--- config.mk ---
export PLATFORM = sky130hd
export DESIGN_NAME = vdiv_unit
export DESIGN_NICKNAME = d
export VERILOG_FILES = /design/src/vdiv_pkg.sv /design/src/int_divider.sv /design/src/fp16_div.sv /design/src/vdiv_unit.sv
export SDC_FILE = /design/constraint.sdc
export NUM_CORES = 1
export LEC_CHECK = 0
export BUFFER_PORTS_ARGS = -buffer_cell sky130_fd_sc_hd__buf_2
export CAP_MARGIN = 10
export CORE_UTILIZATION = 50
export CTS_CLUSTER_DIAMETER = 30
export DETAILED_ROUTE_END_ITERATION = 12
export GPL_ROUTABILITY_DRIVEN = 1
export HOLD_SLACK_MARGIN = 0.1
export PLACE_DENSITY = 0.65
export SKIP_CTS_REPAIR_TIMING = 1
export SLEW_MARGIN = 20
export SYNTH_ARGS = -nofsm -noshare
export SYNTH_HDL_FRONTEND = slang
export SYNTH_HIERARCHICAL = 1
export SYNTH_SLANG_ARGS = --single-unit
--- constraint.sdc ---
create_clock -name CLK -period 15 [get_ports CLK]
set_clock_uncertainty 0.15 [all_clocks]
set_input_delay 3 -clock CLK [delete_from_list [all_inputs] [get_ports CLK]]
set_output_delay 3 -clock CLK [all_outputs]
set_load 0.01 [all_outputs]
--- src/vdiv_pkg.sv ---
// Shared definitions for the vector FP16 divide unit
// Half-precision field types, lane and vector bundles, unit constants

`default_nettype none

package vdiv_pkg;

    // Lanes in one vector issue
    localparam int LANES = 4;

    // Half-precision format
    localparam int FP16_BIAS    = 15;
    localparam int FP16_EXP_MAX = 30;

    // Significand divider shape
    // Dividend is hidden bit and mantissa shifted up by 12, so the early steps are known
    localparam int DIV_SIZE = 23;
    localparam int DIV_SKIP = 11;

    typedef logic [15:0] fp16_t;
    typedef logic [4:0]  fp16_exp_t;
    typedef logic [9:0]  fp16_man_t;

    // Quiet NaN returned for every invalid divide
    localparam fp16_man_t FP16_QNAN_MAN = 10'h200;

    // One lane's operand pair
    typedef struct packed {
        fp16_t dividend;
        fp16_t divisor;
    } div_operands_t;

    // Whole vector issue
    typedef struct packed {
        div_operands_t [LANES-1:0] ops;
    } vdiv_req_t;

    // Whole vector result
    typedef struct packed {
        fp16_t [LANES-1:0] quot;
    } vdiv_resp_t;

endpackage

`default_nettype wire

--- src/int_divider.sv ---
// Iterative restoring unsigned divider
// Preloads the upper dividend bits, then produces one quotient bit per cycle
// and pulses done with the quotient held in a register

`timescale 1ns/1ps
`default_nettype none

module int_divider #(
    parameter int SIZE = 23,
    parameter int SKIP = 11
) (
    input  logic            CLK,
    input  logic            nRST,
    input  logic            start,
    input  logic [SIZE-1:0] dividend,
    input  logic [SIZE-1:0] divisor,
    output logic [SIZE-1:0] quotient,
    output logic            done
);
    localparam int ITERS = SIZE - SKIP;
    localparam int CW    = $clog2(ITERS + 1);

    logic [SIZE-1:0]  rem;
    logic [SIZE-1:0]  dvsr;
    logic [ITERS-1:0] dvnd_lo;
    logic [CW-1:0]    iter;
    logic             running;

    logic [SIZE-1:0] rem_top;
    logic [SIZE-1:0] rem_pre;
    logic [SIZE-1:0] rem_first;
    logic [SIZE-1:0] rem_step;
    logic            q_pre;
    logic            q_first;
    logic            q_step;

    // One shift-subtract step that returns {quotient bit, new remainder}
    function automatic logic [SIZE:0] div_step(
        input logic [SIZE-1:0] r,
        input logic            b,
        input logic [SIZE-1:0] d
    );
        logic [SIZE:0] sh;
        sh = {r, b};
        if (sh >= {1'b0, d})
            return {1'b1, sh[SIZE-1:0] - d};
        else
            return {1'b0, sh[SIZE-1:0]};
    endfunction

    // Quotient bits above ITERS are zero since the divisor sits in the low bits
    // The preload step yields bit ITERS and the first iteration runs in the start cycle
    assign rem_top = dividend >> (ITERS + 1);
    assign {q_pre, rem_pre}     = div_step(rem_top, dividend[ITERS], divisor);
    assign {q_first, rem_first} = div_step(rem_pre, dividend[ITERS-1], divisor);
    assign {q_step, rem_step}   = div_step(rem, dvnd_lo[ITERS-1], dvsr);

    always_ff @(posedge CLK, negedge nRST) begin
        if (!nRST) begin
            running <= 1'b0;
            iter    <= '0;
            done    <= 1'b0;
        end else begin
            done <= 1'b0;
            if (start) begin
                running <= 1'b1;
                iter    <= CW'(ITERS - 1);
            end else if (running) begin
                iter <= iter - 1'b1;
                if (iter == CW'(1)) begin
                    running <= 1'b0;
                    done    <= 1'b1;
                end
            end
        end
    end

    // Datapath registers
    always_ff @(posedge CLK) begin
        if (start) begin
            dvsr     <= divisor;
            rem      <= rem_first;
            dvnd_lo  <= dividend[ITERS-1:0] << 1;
            quotient <= SIZE'({q_pre, q_first});
        end else if (running) begin
            rem      <= rem_step;
            dvnd_lo  <= dvnd_lo << 1;
            quotient <= {quotient[SIZE-2:0], q_step};
        end
    end

endmodule

`default_nettype wire

--- src/fp16_div.sv ---
// FP16 divide lane
// NaN, infinity and zero operands bypass the divider and finish in one cycle;
// other operands divide the significands, normalize, round half up and flush

`timescale 1ns/1ps
`default_nettype none

module fp16_div (
    input  logic                    CLK,
    input  logic                    nRST,
    input  logic                    en,
    input  vdiv_pkg::div_operands_t ops,
    output vdiv_pkg::fp16_t         result,
    output logic                    done
);
    import vdiv_pkg::*;

    // Quotient bit set when the significand ratio is 2 or more
    localparam int QMSB = DIV_SIZE - DIV_SKIP;
    localparam int PAD  = DIV_SIZE - 11;

    logic      a_sign, b_sign;
    fp16_exp_t a_exp, b_exp;
    fp16_man_t a_man, b_man;
    logic      a_zero, b_zero;
    logic      a_inf, b_inf;
    logic      a_nan, b_nan;
    logic      is_nan, is_inf, is_zero;
    logic      special;
    logic      sign;

    logic signed [6:0] exp_raw;

    // Held for the divider path
    logic              sign_q;
    logic signed [6:0] exp_q;

    logic                start;
    logic [DIV_SIZE-1:0] div_dividend;
    logic [DIV_SIZE-1:0] div_divisor;
    logic [DIV_SIZE-1:0] div_quot;
    logic                div_done;

    fp16_man_t         man_norm;
    logic              round_bit;
    logic [10:0]       man_rnd;
    logic signed [6:0] exp_norm;
    logic signed [6:0] exp_fin;
    fp16_t             special_res;
    fp16_t             normal_res;

    assign {a_sign, a_exp, a_man} = ops.dividend;
    assign {b_sign, b_exp, b_man} = ops.divisor;
    assign sign = a_sign ^ b_sign;

    // Subnormals count as zero
    assign a_zero = (a_exp == '0);
    assign b_zero = (b_exp == '0);
    assign a_inf  = (&a_exp) && (a_man == '0);
    assign b_inf  = (&b_exp) && (b_man == '0);
    assign a_nan  = (&a_exp) && (a_man != '0);
    assign b_nan  = (&b_exp) && (b_man != '0);

    assign is_nan  = a_nan || b_nan || (a_zero && b_zero) || (a_inf && b_inf);
    assign is_inf  = !is_nan && (a_inf || b_zero);
    assign is_zero = !is_nan && !is_inf && (a_zero || b_inf);
    assign special = is_nan || is_inf || is_zero;

    always_comb begin
        if (is_nan)
            special_res = {sign, fp16_exp_t'('1), FP16_QNAN_MAN};
        else if (is_inf)
            special_res = {sign, fp16_exp_t'('1), fp16_man_t'('0)};
        else
            special_res = {sign, fp16_exp_t'('0), fp16_man_t'('0)};
    end

    // Biased exponent of the quotient before normalization
    assign exp_raw = {2'b00, a_exp} - {2'b00, b_exp} + 7'(FP16_BIAS);

    always_ff @(posedge CLK) begin
        if (en) begin
            sign_q <= sign;
            exp_q  <= exp_raw;
        end
    end

    assign start        = en && !special;
    assign div_dividend = {|a_exp, a_man, {PAD{1'b0}}};
    assign div_divisor  = {{PAD{1'b0}}, |b_exp, b_man};

    int_divider #(
        .SIZE (DIV_SIZE),
        .SKIP (DIV_SKIP)
    ) u_divider (
        .CLK      (CLK),
        .nRST     (nRST),
        .start    (start),
        .dividend (div_dividend),
        .divisor  (div_divisor),
        .quotient (div_quot),
        .done     (div_done)
    );

    // Normalize to one leading bit, then round half up on the next bit
    always_comb begin
        if (div_quot[QMSB]) begin
            {man_norm, round_bit} = div_quot[QMSB-1 -: 11];
            exp_norm = exp_q;
        end else begin
            {man_norm, round_bit} = div_quot[QMSB-2 -: 11];
            exp_norm = exp_q - 7'sd1;
        end
        man_rnd = {1'b0, man_norm} + {10'b0, round_bit};
        // A carry out of the mantissa leaves it zero and bumps the exponent
        exp_fin = exp_norm + {6'b0, man_rnd[10]};

        if (exp_fin > FP16_EXP_MAX)
            normal_res = {sign_q, fp16_exp_t'('1), fp16_man_t'('0)};
        else if (exp_fin < 1)
            normal_res = {sign_q, fp16_exp_t'('0), fp16_man_t'('0)};
        else
            normal_res = {sign_q, exp_fin[4:0], man_rnd[9:0]};
    end

    always_ff @(posedge CLK, negedge nRST) begin
        if (!nRST)
            done <= 1'b0;
        else
            done <= (en && special) || div_done;
    end

    always_ff @(posedge CLK) begin
        if (en && special)
            result <= special_res;
        else if (div_done)
            result <= normal_res;
    end

endmodule

`default_nettype wire

--- src/vdiv_unit.sv ---
// Four-lane FP16 vector divide unit
// Accepts one vector issue while idle, tracks lane completions
// and reports the whole vector with a one-cycle done strobe

`timescale 1ns/1ps
`default_nettype none

module vdiv_unit (
    input  logic                 CLK,
    input  logic                 nRST,
    input  logic                 issue,
    input  vdiv_pkg::vdiv_req_t  req,
    output logic                 done,
    output vdiv_pkg::vdiv_resp_t resp,
    output logic                 busy
);
    import vdiv_pkg::*;

    logic             accept;
    logic [LANES-1:0] lane_done;
    logic [LANES-1:0] mask;
    logic [LANES-1:0] mask_next;
    logic             all_done;
    fp16_t            lane_result [LANES];

    // Issues during a divide are dropped
    assign accept = issue && !busy;

    for (genvar i = 0; i < LANES; i++) begin : g_lane
        fp16_div u_lane (
            .CLK    (CLK),
            .nRST   (nRST),
            .en     (accept),
            .ops    (req.ops[i]),
            .result (lane_result[i]),
            .done   (lane_done[i])
        );
    end

    // Lanes finish at different times and are collected in the mask
    assign mask_next = mask | lane_done;
    assign all_done  = busy && (&mask_next);

    always_ff @(posedge CLK, negedge nRST) begin
        if (!nRST) begin
            busy <= 1'b0;
            done <= 1'b0;
            mask <= '0;
        end else begin
            done <= 1'b0;
            if (accept) begin
                busy <= 1'b1;
                mask <= '0;
            end else if (busy) begin
                mask <= mask_next;
                if (all_done) begin
                    busy <= 1'b0;
                    done <= 1'b1;
                end
            end
        end
    end

    // Result vector holds until the next completion
    always_ff @(posedge CLK, negedge nRST) begin
        if (!nRST) begin
            resp <= '0;
        end else if (all_done) begin
            for (int i = 0; i < LANES; i++) begin
                resp.quot[i] <= lane_result[i];
            end
        end
    end

endmodule

`default_nettype wire

==> impl_metrics.json <==
{
  "status": "finished, final reports clean",
  "die_area_mm2": 0.0758,
  "clkTransAtPathRegs_ns": 0.05,
  "core-area_mm2": 0.0735,
  "finish.utilization_pct": 60.3,
  "numCtsBuffers": 131,
  "first_pass_iters": 5,
  "cts_tree": "yes",
  "crit_path_end_kind": "register",
  "ant_nets": 0,
  "area_growth_pct": 18.5,
  "worst_pin_slew_ns": 0.972,
  "finalMaxSlewViolations": 0,
  "drive_gt1_share_pct": 14.9,
  "gp_congestion": 0.902,
  "grtUsageMet1_pct": 34.1,
  "layout_min_cycle_time_ns": 8.28,
  "grt_usage_pct": 23.6,
  "syn_area_per_cell_um2": 9.44,
  "rsz0062_at_grt": "no",
  "fp.dieW_um": 275,
  "criticalPathCategory": "input pin to register",
  "overflow": 0,
  "port_buffers": 196,
  "finalCritPeriodShare_pct": 55.2,
  "power.density_mw_per_mm2": 204,
  "cap_viol_max_count": 0,
  "setup_viol_count_final": 0,
  "antenna_found_initial": 2,
  "drtIter0Drc": 1722,
  "netlist_instances": 3959,
  "grt_pass1_vias": 28485,
  "wirelength_um": 90000,
  "die_y_um": 275,
  "drc": 0,
  "cts.sinks": 474,
  "fin_total_pwr_uw": 9030,
  "h-tree-depth": 4,
  "whs_ns": 0.300,
  "peakVddDrop_uv": 117,
  "grt_busiest_layer": "met2",
  "leakage_uw": 0.0188,
  "via_count": 30274,
  "grtUsageMet2_pct": 35.6,
  "wl_per_cell_um": 16.6,
  "cp.required_ns": 15.27,
  "cts-root-buf": "clkbuf_16",
  "hold_violations": 0,
  "grt_max_degree": 79,
  "dp_hpwl_um": 65600,
  "fin_area_mm2": 0.0443,
  "routed_via_density": 5.60,
  "setup_tns_ns": 0,
  "initial_utilization_pct": 50.9,
  "insertion_delay_ns": 0.69,
  "grt_pass1_wl_um": 146000,
  "worstSetupStartpointType": "input pin",
  "maxSlewHeadroom_pct": 34.6,
  "cp_data_arrival_time_ns": 8.56,
  "netlist_area_mm2": 0.0374,
  "ios": 197,
  "ys.warnings.count": 6,
  "dpl-instance-area_mm2": 0.0396,
  "fmax_mhz": 121,
  "hold_class": "register to register",
  "met3_usage_pct": 3.87,
  "clk_path_buf_depth": 3,
  "cp_max_fo": 28,
  "rows": 99,
  "nets": 4768
}
-- sequential cells by signal, summed over array words and instances (netlist names) --
register and count:
g_lane.u_lane/sign_q 4, g_lane.u_lane/done 4, busy 1, g_lane.u_lane/u_divider/iter 16, g_lane.u_lane/result 64, resp 64, g_lane.u_lane/exp_q 28, done 1
g_lane.u_lane/u_divider/rem 92, g_lane.u_lane/u_divider/dvsr 92, g_lane.u_lane/u_divider/done 4, mask 4, g_lane.u_lane/u_divider/running 4, g_lane.u_lane/u_divider/dvnd_lo 44, g_lane.u_lane/u_divider/quotient 52
-- where the power goes --
group / total (uW) / switching, uW / internal [uW]
Combinational: 3610 / 2030 / 1580
Clock: 2930 / 869 / 2060
Sequential: 2490 / 395 / 2100
-- worst paths after layout --
| kind | start | to | slack [ns] | cells after the start |
|---|---|---|---|---|
| hold reg to reg | g_lane[1].u_lane/result[11]$_DFFE_PP_ | resp[27]$_DFFE_PN0P_ | 0.30 | 1 |
| setup reg to reg | g_lane[1].u_lane/u_divider/quotient[12]$_SDFFE_PP0P_ | g_lane[1].u_lane/result[9]$_DFFE_PP_ | 9.70 | 15 |
| max in group asynchronous | nRST | resp[60]$_DFFE_PN0P_ | 11.30 | 2 |
| setup / recovery | req[27] | g_lane[0].u_lane/u_divider/rem[19]$_DFFE_PP_ | 6.72 | 21 |
| hold / removal | g_lane[1].u_lane/result[11]$_DFFE_PP_ | resp[27]$_DFFE_PN0P_ | 0.30 | 1 |
| min in group asynchronous | nRST | resp[40]$_DFFE_PN0P_ | 2.15 | 1 |
-- per-stage QoR --
step                cells  worst slack [ns]
finish               5406              6.72
global route         5405              6.27
CTS                  5405              6.90
detailed placement   5163              6.19
global placement     5163              6.24
floorplan            4145              7.45
-- per-layer routing --
layer	share of wire (%)	vias to the layer above
met5	0	-
met4	2.6	0
met3	5.3	161
met2	43	745
met1	49	14177
li1	-	15191
-- worst max-delay path: stages --
cell and delay [ns]:
buf_2 0.13, nor4_1 0.32, nand2_1 0.23, ha_1 0.42, nand2_1 0.08, nor2_1 0.04, a211oi_1 0.34, nand4_1 0.17
nand3_1 0.72, o21ai_0 0.29, ha_1 0.42, a211oi_2 0.25, nor2_1 0.10, nor4_1 0.40, o21ai_0 0.24, a211oi_1 0.30
o21ai_2 0.15, buf_4 0.28, nand2_1 0.25, nor2_1 0.09, a311o_1 0.32
-- layout make-up --
type / instances / area, um^2
clock buffers: 157 / 3500
fillers: 6307 / 29200
flip-flops and latches: 474 / 13300
repair buffers: 220 / 1160
clock inverters: 85 / 1190
inverters: 301 / 1130
diodes: 1 / 2.50
well taps: 959 / 1200
multi-input cells: 3209 / 22800
-- layout by cell type, fill, tap and decap left out, drive strengths merged, types with 98 or more instances in the layout --
| cell | instances |
|---|---|
| dfrtp | 98 |
| mux2 | 141 |
| inv | 306 |
| clkbuf | 157 |
| o21ai | 229 |
| a21oi | 299 |
| nor2 | 269 |
| buf | 220 |
| edfxtp | 332 |
| mux2i | 101 |
| xnor2 | 173 |
| ha | 284 |
| conb | 190 |
| nand2 | 320 |
(Power assumes the default switching activity.)
